--- src/logic/cpu_defines.svh ---
`ifndef CPU_DEFINES_SVH
`define CPU_DEFINES_SVH

// Bus timing widths
`define CPU_TSTATE_W 3
`define CPU_MCYCLE_W 3

// Multiplier operand and product widths
`define CPU_MUL_W  16
`define CPU_PROD_W 32

// Counter values after reset and at the start of a machine cycle
`define CPU_MC_FIRST 3'd1
`define CPU_TS_RESET 3'd0
`define CPU_TS_FIRST 3'd1

// Enabled clocks from operand load to a valid product
`define CPU_MUL_WORD_STEPS 4
`define CPU_MUL_BYTE_STEPS 2

// Extra T1 clocks in M1 of an acknowledge cycle
`define CPU_ACK_WAITS 2

`endif

--- src/logic/cpu_pkg.sv ---
`default_nettype none

`include "cpu_defines.svh"

package cpu_pkg;

    typedef logic [`CPU_TSTATE_W-1:0] tState_t;
    typedef logic [`CPU_MCYCLE_W-1:0] mCycle_t;
    typedef logic [`CPU_MUL_W-1:0]    mulWord_t;
    typedef logic [`CPU_PROD_W-1:0]   mulProduct_t;

    // Per-instruction description coming from the instruction decoder
    typedef struct packed {
        mCycle_t mCycles;
        tState_t tStates;
        logic    halt;
        logic    setEi;
        logic    setDi;
        logic    retn;
        logic    ioReq;
    } cycleCtrl_t;

    // Registered versions of the asynchronous control inputs
    typedef struct packed {
        logic busReq;
        logic intReq;
        logic nmiPend;
    } syncIn_t;

    // Kind of the instruction that starts at the next M1
    typedef enum logic [1:0] {
        kindFetch,
        kindNmi,
        kindInt
    } cycleKind_t;

endpackage

`default_nettype wire

--- src/logic/inputSync.sv ---
`timescale 1ns/1ps
`default_nettype none

module inputSync (
    input  wire              CLK_n,
    input  wire              RESET_n,
    input  wire              CEN,
    input  wire              BUSRQ_n,
    input  wire              INT_n,
    input  wire              NMI_n,
    input  wire              nmiTaken,
    output cpu_pkg::syncIn_t syncIn
);

    // Last sampled NMI_n level
    logic nmiPrev;

    always_ff @(posedge CLK_n) begin
        if (!RESET_n) begin
            syncIn.busReq  <= 1'b0;
            syncIn.intReq  <= 1'b0;
            syncIn.nmiPend <= 1'b0;
            nmiPrev        <= 1'b0;
        end else if (CEN) begin
            syncIn.busReq <= !BUSRQ_n;
            syncIn.intReq <= !INT_n;

            // Acceptance wins over a new edge in the same clock
            if (nmiTaken) begin
                syncIn.nmiPend <= 1'b0;
            end else if (nmiPrev && !NMI_n) begin
                syncIn.nmiPend <= 1'b1;
            end

            nmiPrev <= NMI_n;
        end
    end

    // An NMI taken by intControl must not leave a fresh pending flag behind
    nmiClearOnTake: assert property (
        @(posedge CLK_n) disable iff (!RESET_n)
        nmiTaken |=> !syncIn.nmiPend
    );

endmodule

`default_nettype wire

--- src/logic/intControl.sv ---
`timescale 1ns/1ps
`default_nettype none

module intControl (
    input  wire                  CLK_n,
    input  wire                  RESET_n,
    input  wire                  clkEn,
    input  wire                  instrEnd,
    input  wire cpu_pkg::syncIn_t    syncIn,
    input  wire cpu_pkg::cycleCtrl_t cycleCtrl,
    input  wire cpu_pkg::tState_t    tState,
    output cpu_pkg::cycleKind_t  kind,
    output logic                 nmiTaken,
    output logic                 intEnable,
    output logic                 halted
);

    // Interrupt enable flip-flops where iff2 keeps the state across an NMI
    logic iff1;
    logic iff2;

    // NMI acceptance clears the pending flag in inputSync on the same edge
    assign nmiTaken  = clkEn && instrEnd && syncIn.nmiPend;
    assign intEnable = iff1;

    always_ff @(posedge CLK_n) begin
        if (!RESET_n) begin
            iff1   <= 1'b0;
            iff2   <= 1'b0;
            halted <= 1'b0;
            kind   <= cpu_pkg::kindFetch;
        end else if (clkEn) begin
            if (tState == cpu_pkg::tState_t'(2)) begin
                if (cycleCtrl.setEi) begin
                    iff1 <= 1'b1;
                    iff2 <= 1'b1;
                end
                if (cycleCtrl.retn) begin
                    iff1 <= iff2;
                end
            end

            if (tState == cpu_pkg::tState_t'(3) && cycleCtrl.setDi) begin
                iff1 <= 1'b0;
                iff2 <= 1'b0;
            end

            // Any acknowledge cycle leaves the halt state
            if (kind != cpu_pkg::kindFetch) begin
                halted <= 1'b0;
            end

            if (instrEnd) begin
                if (cycleCtrl.halt) begin
                    halted <= 1'b1;
                end

                // NMI has priority and INT is held off for one instruction after EI
                if (syncIn.nmiPend) begin
                    kind <= cpu_pkg::kindNmi;
                    iff1 <= 1'b0;
                end else if (iff1 && syncIn.intReq && !cycleCtrl.setEi) begin
                    kind <= cpu_pkg::kindInt;
                    iff1 <= 1'b0;
                    iff2 <= 1'b0;
                end else begin
                    kind <= cpu_pkg::kindFetch;
                end
            end
        end
    end

    // A maskable acknowledge only starts when interrupts were enabled
    noIntWhenDisabled: assert property (
        @(posedge CLK_n) disable iff (!RESET_n)
        $rose(kind == cpu_pkg::kindInt) |-> $past(iff1)
    );

endmodule

`default_nettype wire

--- src/logic/cycleSequencer.sv ---
`timescale 1ns/1ps
`default_nettype none

`include "cpu_defines.svh"

module cycleSequencer (
    input  wire                      CLK_n,
    input  wire                      RESET_n,
    input  wire                      CEN,
    input  wire                      WAIT_n,
    input  wire cpu_pkg::syncIn_t    syncIn,
    input  wire cpu_pkg::cycleCtrl_t cycleCtrl,
    input  wire cpu_pkg::cycleKind_t kind,
    output cpu_pkg::mCycle_t         mCycle,
    output cpu_pkg::tState_t         tState,
    output logic                     instrEnd,
    output logic                     busAck,
    output logic                     M1_n,
    output logic                     RFSH_n
);

    logic tLast;
    logic lastMc;
    logic waitHold;
    logic waitReq;
    logic ackHold;
    logic cycleEnd;
    logic newInstr;

    // Delay line for the automatic wait states at T1
    logic [`CPU_ACK_WAITS-1:0] ackStage;

    always_comb begin
        tLast    = tState == cycleCtrl.tStates;
        lastMc   = mCycle == cycleCtrl.mCycles;
        waitHold = tState == cpu_pkg::tState_t'(2) && !WAIT_n;
        waitReq  = cycleCtrl.ioReq
                   || (mCycle == `CPU_MC_FIRST && kind != cpu_pkg::kindFetch);
        ackHold  = tState == `CPU_TS_FIRST && waitReq && !ackStage[`CPU_ACK_WAITS-1];
        // A pending bus request turns the cycle end into a grant
        cycleEnd = !busAck && tLast && !waitHold && !ackHold && !syncIn.busReq;
        newInstr = cycleEnd && lastMc;
    end

    assign instrEnd = CEN && newInstr;

    always_ff @(posedge CLK_n) begin
        if (!RESET_n) begin
            mCycle   <= `CPU_MC_FIRST;
            tState   <= `CPU_TS_RESET;
            busAck   <= 1'b0;
            ackStage <= '0;
            M1_n     <= 1'b1;
            RFSH_n   <= 1'b1;
        end else if (CEN) begin
            if (busAck) begin
                // Bus goes back first, T1 starts on the following clock
                if (!syncIn.busReq) begin
                    busAck <= 1'b0;
                end
            end else if (cycleEnd) begin
                tState <= `CPU_TS_FIRST;
                mCycle <= lastMc ? `CPU_MC_FIRST : mCycle + 3'd1;
            end else if (tLast && !waitHold && !ackHold) begin
                busAck <= 1'b1;
            end else if (!waitHold && !ackHold) begin
                tState <= tState + 3'd1;
            end

            if (!busAck) begin
                if (cycleEnd) begin
                    ackStage <= '0;
                end else begin
                    ackStage <= {ackStage[`CPU_ACK_WAITS-2:0], waitReq};
                end
            end

            // M1_n low from the start of M1 until T2 is done
            if (newInstr || tState == `CPU_TS_RESET) begin
                M1_n <= 1'b0;
            end else if (mCycle == `CPU_MC_FIRST && tState == cpu_pkg::tState_t'(2) && WAIT_n) begin
                M1_n <= 1'b1;
            end

            // Refresh strobe for the two clocks after M1's T2
            RFSH_n <= !(mCycle == `CPU_MC_FIRST && !newInstr
                        && ((tState == cpu_pkg::tState_t'(2) && WAIT_n)
                            || tState == cpu_pkg::tState_t'(3)));
        end
    end

    tStateInRange: assert property (
        @(posedge CLK_n) disable iff (!RESET_n)
        (tState != `CPU_TS_RESET) |=> (tState != `CPU_TS_RESET
                                       && tState <= cycleCtrl.tStates)
    );

    m1RfshExclusive: assert property (
        @(posedge CLK_n) disable iff (!RESET_n)
        !(!M1_n && !RFSH_n)
    );

endmodule

`default_nettype wire

--- src/logic/mulUnit.sv ---
`timescale 1ns/1ps
`default_nettype none

`include "cpu_defines.svh"

module mulUnit (
    input  wire                   CLK_n,
    input  wire                   clkEn,
    input  wire                   mulLoad,
    input  wire                   byteMode,
    input  wire cpu_pkg::mulWord_t mulA,
    input  wire cpu_pkg::mulWord_t mulB,
    output cpu_pkg::mulProduct_t  mulProduct
);

    // Multiplicand, fixed for the whole product
    cpu_pkg::mulWord_t mcand;

    // Partial product of one nibble and the running upper half
    logic [`CPU_MUL_W+3:0] partial;
    logic [`CPU_MUL_W+3:0] upperSum;

    always_comb begin
        partial  = {4'b0, mcand} * {{`CPU_MUL_W{1'b0}}, mulProduct[3:0]};
        upperSum = partial + {4'b0, mulProduct[`CPU_PROD_W-1:`CPU_MUL_W]};
    end

    always_ff @(posedge CLK_n) begin
        if (clkEn) begin
            if (mulLoad) begin
                if (byteMode) begin
                    // Multiplicand moved up a byte so the result lands in the top half
                    mulProduct <= {24'b0, mulA[7:0]};
                    mcand      <= {mulB[7:0], 8'b0};
                end else begin
                    mulProduct <= {{`CPU_MUL_W{1'b0}}, mulA};
                    mcand      <= mulB;
                end
            end else begin
                // Low nibble consumed, the rest moves down by four
                mulProduct <= {upperSum, mulProduct[`CPU_MUL_W-1:4]};
            end
        end
    end

endmodule

`default_nettype wire

--- src/logic/cpuTiming.sv ---
`timescale 1ns/1ps
`default_nettype none

module cpuTiming (
    input  wire                      CLK_n,
    input  wire                      RESET_n,
    input  wire                      CEN,
    input  wire                      WAIT_n,
    input  wire                      INT_n,
    input  wire                      NMI_n,
    input  wire                      BUSRQ_n,
    input  wire                      mulLoad,
    input  wire                      byteMode,
    input  wire cpu_pkg::cycleCtrl_t cycleCtrl,
    input  wire cpu_pkg::mulWord_t   mulA,
    input  wire cpu_pkg::mulWord_t   mulB,
    output logic                     M1_n,
    output logic                     RFSH_n,
    output logic                     BUSAK_n,
    output logic                     HALT_n,
    output logic                     IntCycle_n,
    output logic                     NmiCycle_n,
    output logic                     IntE,
    output cpu_pkg::mCycle_t         MC,
    output cpu_pkg::tState_t         TS,
    output cpu_pkg::mulProduct_t     mulProduct
);

    cpu_pkg::syncIn_t    syncIn;
    cpu_pkg::cycleKind_t kind;
    logic                instrEnd;
    logic                busAck;
    logic                nmiTaken;
    logic                intEnable;
    logic                halted;
    logic                clkEn;

    // Internal work stops while the bus is granted away
    assign clkEn = CEN && !busAck;

    assign BUSAK_n    = !busAck;
    assign HALT_n     = !halted;
    assign IntCycle_n = kind != cpu_pkg::kindInt;
    assign NmiCycle_n = kind != cpu_pkg::kindNmi;
    assign IntE       = intEnable;

    inputSync u_inputSync (
        .CLK_n    (CLK_n),
        .RESET_n  (RESET_n),
        .CEN      (CEN),
        .BUSRQ_n  (BUSRQ_n),
        .INT_n    (INT_n),
        .NMI_n    (NMI_n),
        .nmiTaken (nmiTaken),
        .syncIn   (syncIn)
    );

    intControl u_intControl (
        .CLK_n     (CLK_n),
        .RESET_n   (RESET_n),
        .clkEn     (clkEn),
        .instrEnd  (instrEnd),
        .syncIn    (syncIn),
        .cycleCtrl (cycleCtrl),
        .tState    (TS),
        .kind      (kind),
        .nmiTaken  (nmiTaken),
        .intEnable (intEnable),
        .halted    (halted)
    );

    cycleSequencer u_cycleSequencer (
        .CLK_n     (CLK_n),
        .RESET_n   (RESET_n),
        .CEN       (CEN),
        .WAIT_n    (WAIT_n),
        .syncIn    (syncIn),
        .cycleCtrl (cycleCtrl),
        .kind      (kind),
        .mCycle    (MC),
        .tState    (TS),
        .instrEnd  (instrEnd),
        .busAck    (busAck),
        .M1_n      (M1_n),
        .RFSH_n    (RFSH_n)
    );

    mulUnit u_mulUnit (
        .CLK_n      (CLK_n),
        .clkEn      (clkEn),
        .mulLoad    (mulLoad),
        .byteMode   (byteMode),
        .mulA       (mulA),
        .mulB       (mulB),
        .mulProduct (mulProduct)
    );

endmodule

`default_nettype wire

--- config.mk ---
export PLATFORM = sky130hd
export DESIGN_NAME = cpuTiming
export DESIGN_NICKNAME = d
export VERILOG_FILES = /design/src/logic/cpu_pkg.sv /design/src/logic/inputSync.sv /design/src/logic/intControl.sv /design/src/logic/cycleSequencer.sv /design/src/logic/mulUnit.sv /design/src/logic/cpuTiming.sv
export VERILOG_INCLUDE_DIRS = /design/src /design/src/logic
export SDC_FILE = /design/constraint.sdc
export NUM_CORES = 1
export LEC_CHECK = 0
export CAP_MARGIN = 5
export CORE_UTILIZATION = 49
export CTS_CLUSTER_SIZE = 16
export DETAILED_ROUTE_END_ITERATION = 8
export DONT_BUFFER_PORTS = 1
export PLACE_DENSITY = 0.73
export SLEW_MARGIN = 20
export SYNTH_ARGS = -nofsm -noshare
export SYNTH_HDL_FRONTEND = slang
export SYNTH_SLANG_ARGS = --single-unit
--- constraint.sdc ---
create_clock -name CLK_n -period 4.5 [get_ports CLK_n]
set_input_delay 0.225 -clock CLK_n [delete_from_list [all_inputs] [get_ports CLK_n]]
set_output_delay 0.225 -clock CLK_n [all_outputs]
set_load 0.05 [all_outputs]
==> reports/qor_table.md, run 1 <==
| Quantity | This run | Unit |
|---|---|---|
| Result of the run | completed | - |
| Die outline width | 109 | um |
| Commonest register cell after synthesis | edfxtp_1 | - |
| Signed area change from the synthesized netlist to the final layout | 10.1 | % |
| Detail-routed net length per standard cell | 17.0 | um |
| Starting Density | 0.509 | - |
| CTS tree | done | - |
| VDD IR-drop max | 0.366 | mV |
| Relative max-transition margin | 0.428 | - |
| Data arrival, critical path | 4.38 | ns |
| Total of flip-flops plus latches after synthesis | 68 | - |
| Count of port buffers added during placement | 0 | - |
| Number of diodes | 0 | - |
| # IOs | 97 | - |
| Total congestion overflow after global routing | 0 | - |
| Power Total | 3.64 | mW |
| Total wire length after detailed routing | 12200 | um |
| Fin. Hold Viols | 0 | - |
| Cells on worst reg2reg path | 13 | - |
| Post-synth top area share | 0.258 | - |
| Flop-to-flop setup slack | 0.20 | ns |
| # rows | 38 | - |
| Buffers from clock root to sink, at most | 2 | - |
| Max Cap Viol | 0 | - |
| Yosys warnings | 0 | - |
| Crit start category | flop | - |
| Largest fanout of any net on the critical path | 11 | - |
| Leading area contributor after synthesis | edfxtp_1 | - |
| Post-synthesis area per instance | 9.94 | um^2 |
| Via count of the first global-routing pass | 3989 | - |
| Clock latency at the later pin of the worst-skew pair | 0.34 | ns |
| Capturing element type of the critical path | flop | - |
| Kind of critical path | flop to flop | - |
| Placed inst area | 0.00574 | mm^2 |
| Number of flops mapped to enable cells by yosys | 48 | - |
| Areal power density over the cells | 591 | mW/mm^2 |
| Number of endpoints failing setup at the final stage | 0 | - |
| Minimum period implied by the final worst setup slack | 4.30 | ns |
| Min-delay worst type | input port to flop | - |
| Antenna violations before repair | 0 | - |
| Pin count of the biggest net entering global routing | 44 | - |
| Worst setup path endpoint | u_mulUnit.mulProduct[30] | - |
| Area of the die | 0.0118 | mm^2 |
| Fraction of layout instances using a drive strength above 1 | 0.121 | - |
| Fmax achieved | 0.233 | GHz |
| Share of synthesized area occupied by flip-flops and latches | 0.330 | - |
| Top post-synthesis cells by area | edfxtp_1 (26%), fa_1 (15%), ha_1 (7.8%), dfxtp_1 (7.2%), and2_1 (6.3%) | - |
| Clock H-tree levels | 3 | - |
| Synth cell count leaders | inv_1 (93), and2_1 (56), edfxtp_1 (48), fa_1 (43), nand2_1 (38) | - |
| Wire length of the first global-routing pass | 19800 | um |
| Unrepaired setup endpoints after global routing | no | - |
| Leak Pwr | 2.71 | nW |
| Number of buffers inserted during clock tree synthesis | 9 | - |
| Net count after synthesis | 692 | - |
| Worst hold slack across all endpoints | 0.0103 | ns |
| First element of the critical path | u_mulUnit.mulProduct[1] | - |
| Via count | 3922 | - |
| Detail Placement HPWL | 9230 | um |
| Count of nets after finishing | 705 | - |
| Final number of max-transition violations | 0 | - |
| Post-layout worst setup margin | 0.200 | ns |
| All-layer global routing usage | 0.221 | - |
| Routability congestion estimate from global placement | 0.822 | - |
| CTS Root Cell | clkbuf_16 | - |
| Number of different library cells in the post-synthesis netlist | 60 | - |
| Number of detailed-route iterations in the first pass | 5 | - |
| Via-per-instance ratio | 5.45 | - |
| Number of DRC violations after detailed-routing iteration 0 | 198 | - |
| DRT antenna net count | 0 | - |
| Instance count of the mapped netlist | 562 | - |
| Terminus of the critical flop-to-flop path | u_mulUnit.mulProduct[30] | - |
| Fraction of the cycle the final worst path needs | 0.956 | - |
| Clock transition at path regs | 0.06 | ns |
| Residual DRC count | 0 | - |
| Transition time at the pin with the least slew margin | 0.856 | ns |
| Leading cell type by number of instances after synthesis | inv_1 | - |
| Vertical extent of the die | 109 | um |
| Area of all placed cells without fillers | 0.00615 | mm^2 |
| Post-synthesis async set-or-reset flop share | 0 | - |
| Worst setup skew after layout | 0.00785 | ns |
| Total negative slack | 0 | ns |
| Worst reg2reg path startpoint | u_mulUnit.mulProduct[1] | - |
| Pre-CTS setup slack | 0.117 | ns |
| Critical path data required time | 4.58 | ns |
| Sink count of the clock tree | 68 | - |
| Core area | 0.0110 | mm^2 |
| Netlist area before placement | 0.00559 | mm^2 |
where the power goes:
part / switching, mW / total (mW) / internal (mW)
clock network: 0.275 / 0.758 / 0.483
registers: 0.387 / 1.22 / 0.832
logic: 0.931 / 1.66 / 0.729
per-stage QoR:
step / utilization / instances
floorplan: - / 562
global placement: 0.523 / 694
detailed placement: 0.523 / 694
CTS: 0.555 / 714
global route: 0.560 / 720
finish: 0.560 / 720
sequential cells by signal, indices dropped and copies added, names as in the netlist:
signal                     cells
u_cycleSequencer.tState        3
u_inputSync.nmiPrev            1
u_cycleSequencer.busAck        1
u_cycleSequencer.M1_n          1
u_intControl.kind              2
u_cycleSequencer.mCycle        3
u_mulUnit.mcand               16
u_intControl.intEnable         1
u_mulUnit.mulProduct          32
u_intControl.halted            1
u_intControl.iff2              1
u_cycleSequencer.RFSH_n        1
u_cycleSequencer.ackStage      2
u_inputSync.syncIn             3
metal layers:
layer | global-route usage | part of all wire | vias up
li1 | - | - | 1878
met1 | 0.268 | 0.41 | 1919
met4 | 0.0878 | 0.024 | 0
met3 | 0.0556 | 0.057 | 22
met5 | 0 | 0 | -
met2 | 0.377 | 0.51 | 103
layout make-up:
class | instances | area, um^2
clock inverter | 7 | 91.3
fill | 957 | 4830
inverter | 94 | 353
tap | 140 | 175
multi-input combinational | 386 | 3340
timing repair buffer | 16 | 128
clock buffer | 9 | 225
sequential | 68 | 1840
placed cells by master (no fill, tap or decap), types with 3 or more instances in the layout:
cell / n
mux2_2: 23
nor2b_1: 22
nor2_1: 36
nand2_1: 38
fa_1: 43
and2_1: 56
a21oi_1: 18
nand3_1: 10
dfxtp_1: 20
ha_1: 35
xor2_1: 6
and2b_2: 3
a211oi_1: 3
a311oi_1: 3
dlygate4sd3_1: 4
o21ai_0: 15
o22ai_1: 3
clkbuf_16: 9
o31ai_1: 4
inv_1: 93
o211ai_1: 3
a211o_1: 3
a21o_1: 6
xnor2_1: 9
buf_4: 11
mux2i_1: 6
edfxtp_1: 48
a21oi_2: 3
how the worst min path moves through the flow:
stage / start / endpoint / cells after the start
floorplan: BUSRQ_n / u_inputSync.syncIn[2] / 1
global placement: RESET_n / u_cycleSequencer.mCycle[0] / 1
detailed placement: RESET_n / u_cycleSequencer.mCycle[0] / 1
CTS: RESET_n / u_intControl.kind[1] / 1
global route: RESET_n / u_intControl.kind[1] / 1
finish: RESET_n / u_intControl.kind[1] / 1
worst max-delay path, cell delays in order (launching register included):
cell and delay (ns):
edfxtp_1 0.53, buf_4 0.22, and2_1 0.15, fa_1 0.54
inv_1 0.05, fa_1 0.48, inv_1 0.05, fa_1 0.44
ha_1 0.38, a21o_1 0.22, a21oi_1 0.14, and2b_2 0.23
a311oi_1 0.27, mux2_1 0.35
kinds of logic (layout without fill, tap and decap cells):
logic type	count (synthesis)	in the layout	share of synthesized area
AO/OA/AOI/OAI	78	78	0.100
XOR/XNOR	15	15	0.0235
buffers and inverters	108	126	0.0744
multiplexers	30	30	0.0591
flip-flops	68	68	0.330
adder cells (fa/ha/maj)	78	78	0.233
AND/OR/NAND/NOR	185	185	0.181
what timing repair did:
action	in CTS	in global routing
hold buffers	4	0
endpoints found under the setup margin	0	5
hold endpoints to repair	6	0
setup buffers	0	6
resized for setup	0	2
Power figures use the tool's default switching activity.
==> inputs of run 2 (changes only) <==
--- a/config.mk
+++ b/config.mk
@@ -7,11 +7,12 @@
 export NUM_CORES = 1
 export LEC_CHECK = 0
 export CAP_MARGIN = 5
+export CORE_ASPECT_RATIO = 0.5
 export CORE_UTILIZATION = 49
 export CTS_CLUSTER_SIZE = 16
 export DETAILED_ROUTE_END_ITERATION = 8
 export DONT_BUFFER_PORTS = 1
-export PLACE_DENSITY = 0.73
+export PLACE_DENSITY = 0.75
 export SLEW_MARGIN = 20
 export SYNTH_ARGS = -nofsm -noshare
 export SYNTH_HDL_FRONTEND = slang
==> constraint.sdc (replaced) <==
create_clock -name CLK_n -period 3.9 [get_ports CLK_n]
set_input_delay 0.195 -clock CLK_n [delete_from_list [all_inputs] [get_ports CLK_n]]
set_output_delay 0.195 -clock CLK_n [all_outputs]
set_load 0.05 [all_outputs]
==> reports/qor_table.md, run 2 (same netlist as run 1, synthesis figures left out) <==
| Quantity | This run | Unit |
|---|---|---|
| Cells on worst reg2reg path | 13 | - |
| Areal power density over the cells | 785 | mW/mm^2 |
| Final core utilization | 0.630 | - |
| Unrepaired setup endpoints after global routing | yes | - |
| Count of port buffers added during placement | 0 | - |
| Detail-routed net length per standard cell | 17.0 | um |
| Minimum period implied by the final worst setup slack | 4.07 | ns |
| Worst setup skew after layout | 0.00536 | ns |
| Hold Path Stages | 2 | - |
| Total negative slack | -0.884 | ns |
| Die outline width | 153 | um |
| Signed area change from the synthesized netlist to the final layout | 24.6 | % |
| Most Frequent Cell on Critical Path | fa_1 | - |
| VDD IR-drop max | 0.357 | mV |
| Buffers from clock root to sink, at most | 2 | - |
| All-layer global routing usage | 0.232 | - |
| Largest fanout of any net on the critical path | 5 | - |
| Result of the run | finished, violations left | - |
| Number of detailed-route iterations in the first pass | 5 | - |
| Transition time at the pin with the least slew margin | 0.726 | ns |
| Worst hold slack across all endpoints | 0.00655 | ns |
| Via count of the first global-routing pass | 4390 | - |
| Total congestion overflow after global routing | 0 | - |
| Detail Placement HPWL | 9430 | um |
| Via-per-instance ratio | 5.39 | - |
| Clock H-tree levels | 3 | - |
| # IOs | 97 | - |
| Max Cap Viol | 0 | - |
| Most common cell after layout, fill and taps aside | inv_1 | - |
| Pin count of the biggest net entering global routing | 44 | - |
| Registers with the most flip-flops | u_mulUnit.mulProduct x32, u_mulUnit.mcand x16 | - |
| Clock transition at path regs | 0.06 | ns |
| Starting Density | 0.506 | - |
| Sink count of the clock tree | 68 | - |
| Most frequent cells in the layout | inv_1 (85), buf_4 (61), edfxtp_1 (48) | - |
| Area of all placed cells without fillers | 0.00696 | mm^2 |
| Cells along the critical path | buf_6 > and2_4 > fa_1 > fa_1 > inv_2 > fa_1 > inv_2 > ha_4 > nand4b_1 > a211o_1 > a211oi_4 > a311oi_2 > mux2_1 | - |
| Highest-delay cell along the critical path | fa_1 | - |
| Kind of critical path | flop to flop | - |
| Routability congestion estimate from global placement | 0.865 | - |
| M3 GR Usage | 0.0587 | - |
| Clock latency at the later pin of the worst-skew pair | 0.34 | ns |
| Fmax achieved | 0.246 | GHz |
| Final number of max-transition violations | 0 | - |
| Power Total | 5.47 | mW |
| Peak per-stage delay on the critical path | 0.51 | ns |
| Fraction of the cycle the final worst path needs | 1.04 | - |
| Number of buffers inserted during clock tree synthesis | 9 | - |
| Wire length of the first global-routing pass | 21300 | um |
| Vertical extent of the die | 77.5 | um |
| Min-delay worst type | input port to flop | - |
| Post-layout worst setup margin | -0.169 | ns |
| CTS tree | done | - |
| Number of diodes | 0 | - |
| Fin. Hold Viols | 0 | - |
| Capturing element type of the critical path | flop | - |
| Number of DRC violations after detailed-routing iteration 0 | 236 | - |
| Crit start category | flop | - |
| Flip-flop count of the largest register, all copies and words added | 32 | - |
| Via count | 4219 | - |
| Critical path data required time | 4.00 | ns |
| Area of the die | 0.0119 | mm^2 |
| Busiest grt layer | met2 | - |
| Core area | 0.0110 | mm^2 |
| Relative max-transition margin | 0.516 | - |
| Leak Pwr | 3.06 | nW |
| CTS Root Cell | clkbuf_16 | - |
| DRT antenna net count | 0 | - |
| Number of endpoints failing setup at the final stage | 9 | - |
| Reg with most FFs | u_mulUnit.mulProduct | - |
| # rows | 27 | - |
| Count of nets after finishing | 763 | - |
| Residual DRC count | 0 | - |
| Fraction of layout instances using a drive strength above 1 | 0.281 | - |
| Data arrival, critical path | 4.16 | ns |
| Total wire length after detailed routing | 13300 | um |
| Antenna violations before repair | 0 | - |
| Routing usage on met2 | 0.416 | - |
| Placed inst area | 0.00626 | mm^2 |
| Met1 usage | 0.276 | - |
| Failing checks | setup timing | - |
## run 2: final cells by class
class,count,area (um^2)
clock buffer,12,300
clock inverter,4,23.8
timing repair buffer,74,601
tap,145,181
multi-input combinational,386,3660
inverter,94,353
sequential,68,1840
fill,850,4090
## run 2: worst max-delay path, delay by kind of cell (launching register included)
kind,cells,cell delay [ns]
AO/OA/AOI/OAI,3,0.81
adder cells (fa/ha/maj),4,1.75
buffers and inverters,3,0.25
flip-flops,1,0.42
multiplexers,1,0.32
AND/OR/NAND/NOR,2,0.26
## run 2: power breakdown
group	internal, mW	total [mW]	switching, mW
Combinational	1.65	3.39	1.74
Sequential	0.955	1.20	0.248
Clock	0.545	0.877	0.332
Total	3.15	5.47	2.32
## run 2: worst paths after layout
| path | start | endpoint | slack (ns) |
|---|---|---|---|
| setup / recovery | u_mulUnit.mulProduct[1] | u_mulUnit.mulProduct[30] | -0.17 |
| hold reg to reg | u_cycleSequencer.ackStage[0] | u_cycleSequencer.ackStage[1] | 0.47 |
| setup reg to reg | u_mulUnit.mulProduct[1] | u_mulUnit.mulProduct[30] | -0.17 |
| hold / removal | RESET_n | u_cycleSequencer.mCycle[2] | 0.007 |
## run 2: routing by layer
| metal | vias to the layer above | share of wire | routed length, um |
|---|---|---|---|
| li1 | 1999 | - | - |
| met1 | 2068 | 0.42 | 5630 |
| met2 | 130 | 0.49 | 6570 |
| met3 | 22 | 0.063 | 838 |
| met4 | 0 | 0.020 | 269 |
| met5 | - | 0 | 0 |
## run 2: stage by stage
stage,instances,worst slack [ns]
floorplan,562,-0.390
global placement,750,-0.244
detailed placement,750,-0.354
CTS,781,-0.140
global route,783,-0.308
finish,783,-0.169
## run 2: what timing repair did
action,CTS,global route
hold buffers,5,0
endpoints found under the hold margin,11,0
buffers inserted,10,2
setup endpoints to repair,12,12
pin swaps,32,13
cloned,0,0
gates resized for setup,32,28
==> inputs of run 3 (changes only) <==
--- a/config.mk
+++ b/config.mk
@@ -12,6 +12,7 @@
 export CTS_CLUSTER_SIZE = 16
 export DETAILED_ROUTE_END_ITERATION = 8
 export DONT_BUFFER_PORTS = 1
+export MAX_ROUTING_LAYER = met4
 export PLACE_DENSITY = 0.75
 export SLEW_MARGIN = 20
 export SYNTH_ARGS = -nofsm -noshare
==> reports/qor_table.md, run 3 (same netlist as run 1, synthesis figures left out) <==
| Quantity | This run | Unit |
|---|---|---|
| Result of the run | finished, violations left | - |
| Failing checks | setup timing | - |
| Wire length of the first global-routing pass | 21300 | um |
| Transition time at the pin with the least slew margin | 0.725 | ns |
| Power Total | 5.75 | mW |
| First element of the critical path | u_mulUnit.mulProduct[1] | - |
| Starting Density | 0.506 | - |
| Most common cell after layout, fill and taps aside | inv_1 | - |
| Clock H-tree levels | 3 | - |
| Count of port buffers added during placement | 0 | - |
| Core area | 0.0110 | mm^2 |
| Detail-routed net length per standard cell | 17.9 | um |
| Pin count of the biggest net entering global routing | 44 | - |
| Number of detailed-route iterations in the first pass | 5 | - |
| Worst setup skew after layout | 0.00794 | ns |
| Data arrival, critical path | 4.22 | ns |
| Via-per-instance ratio | 5.49 | - |
| Antenna violations before repair | 0 | - |
| CTS tree | done | - |
| CTS Root Cell | clkbuf_16 | - |
| Signed area change from the synthesized netlist to the final layout | 27.1 | % |
| DRT antenna net count | 0 | - |
| Areal power density over the cells | 810 | mW/mm^2 |
| # rows | 27 | - |
| Min-delay worst type | input port to flop | - |
| Final number of max-transition violations | 0 | - |
| Die outline width | 153 | um |
| Detail Placement HPWL | 9430 | um |
| Total wire length after detailed routing | 14100 | um |
| Clock transition at path regs | 0.06 | ns |
| Unrepaired setup endpoints after global routing | yes | - |
| Number of DRC violations after detailed-routing iteration 0 | 299 | - |
| Flop-to-flop setup slack | -0.24 | ns |
| Critical path data required time | 3.99 | ns |
| Fin. Hold Viols | 0 | - |
| CP top delay family | adder cells | - |
| Most frequent cells in the layout | inv_1 (79), buf_4 (58), edfxtp_1 (48) | - |
| Hold Path Stages | 2 | - |
| Buffers from clock root to sink, at most | 2 | - |
| Area of the die | 0.0119 | mm^2 |
| Cells along the critical path | buf_6 > buf_12 > and2_1 > fa_1 > fa_1 > inv_1 > fa_1 > inv_2 > ha_4 > a211o_4 > nor2_2 > nand2_1 > o22a_1 > mux2_4 | - |
| Relative max-transition margin | 0.517 | - |
| Most Frequent Cell on Critical Path | fa_1 | - |
| Source of the worst hold timing path | RESET_n | - |
| Number of endpoints failing setup at the final stage | 9 | - |
| Worst reg2reg path startpoint | u_mulUnit.mulProduct[1] | - |
| Largest fanout of any net on the critical path | 6 | - |
| Capturing element type of the critical path | flop | - |
| Max Cap Viol | 0 | - |
| Worst hold slack across all endpoints | 0.00727 | ns |
| Leak Pwr | 3.10 | nW |
| All-layer global routing usage | 0.240 | - |
| Flip-flop count of the largest register, all copies and words added | 32 | - |
| Vertical extent of the die | 77.5 | um |
| Total buffers and inverters traversed by the critical path | 4 | - |
| VDD IR-drop max | 0.346 | mV |
| Fraction of the cycle the final worst path needs | 1.06 | - |
| Fraction of layout instances using a drive strength above 1 | 0.320 | - |
| Multi-input gate area in the final layout | 0.00376 | mm^2 |
| Fmax achieved | 0.242 | GHz |
| Register area | 0.00184 | mm^2 |
| Number of buffers inserted during clock tree synthesis | 9 | - |
| Registers with the most flip-flops | u_mulUnit.mulProduct x32, u_mulUnit.mcand x16 | - |
| Via count of the first global-routing pass | 4395 | - |
| # IOs | 97 | - |
| Highest-delay cell along the critical path | fa_1 | - |
| Number of fill cells | 812 | - |
| Number of diodes | 0 | - |
| Final core utilization | 0.643 | - |
| Count of nets after finishing | 765 | - |
| Via count | 4307 | - |
| Cell count after placement | 750 | - |
| Residual DRC count | 0 | - |
| Clock latency at the later pin of the worst-skew pair | 0.34 | ns |
| Count of cell instances traversed by the critical path | 14 | - |
| Post-layout worst setup margin | -0.235 | ns |
| Sink count of the clock tree | 68 | - |
| Number of cells in the finished layout apart from fillers | 785 | - |
| Routability congestion estimate from global placement | 0.879 | - |
| Total congestion overflow after global routing | 0 | - |
| Cells on worst reg2reg path | 14 | - |
| Reg with most FFs | u_mulUnit.mulProduct | - |
| Crit start category | flop | - |
| Peak per-stage delay on the critical path | 0.53 | ns |
| Minimum period implied by the final worst setup slack | 4.14 | ns |
| Kind of critical path | flop to flop | - |
==> run 3: cell types whose count changed in the layout (fill, tap and decap cells not counted), moves of 3 or more <==
cell | previous run | this run
buf_6 | 6 | 11
buf_4 | 61 | 58
and2_1 | 47 | 38
and2_4 | 10 | 19
inv_2 | 8 | 14
inv_1 | 85 | 79
==> run 3: final cells by class <==
cell class                      instances  share of cell area
Tap cell                              145              0.0256
Timing Repair Buffer                   76              0.0894
Inverter                               94              0.0497
Multi-Input combinational cell        386               0.530
Clock inverter                          4             0.00335
Sequential cell                        68               0.259
Clock buffer                           12              0.0423
==> run 3: path summary, 6_finish.rpt <==
check                            endpoint
min reg2reg  u_cycleSequencer.ackStage[1]
min            u_cycleSequencer.mCycle[2]
max reg2reg      u_mulUnit.mulProduct[31]
max              u_mulUnit.mulProduct[31]
==> run 3: where the power goes <==
group	leakage, nW	internal, mW	switching [mW]
Clock	0.160	0.545	0.336
Sequential	0.636	0.955	0.250
Combinational	2.30	1.79	1.88
Total	3.10	3.29	2.46
==> run 3: per-stage QoR <==
stage | setup slack, ns | cell area, um^2 | TNS (ns)
floorplan | -0.390 | 5730 | -2.47
global placement | -0.244 | 6260 | -1.63
detailed placement | -0.354 | 6260 | -2.36
CTS | -0.140 | 6810 | -0.483
global route | -0.314 | 7100 | -2.25
finish | -0.235 | 7100 | -1.29
==> run 3: metal layers <==
| layer | part of all wire | track usage |
|---|---|---|
| met2 | 0.50 | 0.416 |
| met4 | 0.021 | 0.0747 |
| met3 | 0.057 | 0.0547 |
| met1 | 0.42 | 0.279 |
| met5 | 0 | - |
==> run 3: repair_timing <==
action                                 4_1_cts  5_1_grt
buffers inserted                            10        5
endpoints found under the hold margin       11        0
pin swaps                                   32       33
hold buffers                                 5        0
resized for setup                           32       63
setup endpoints to repair                   12       12
gates cloned                                 0        1
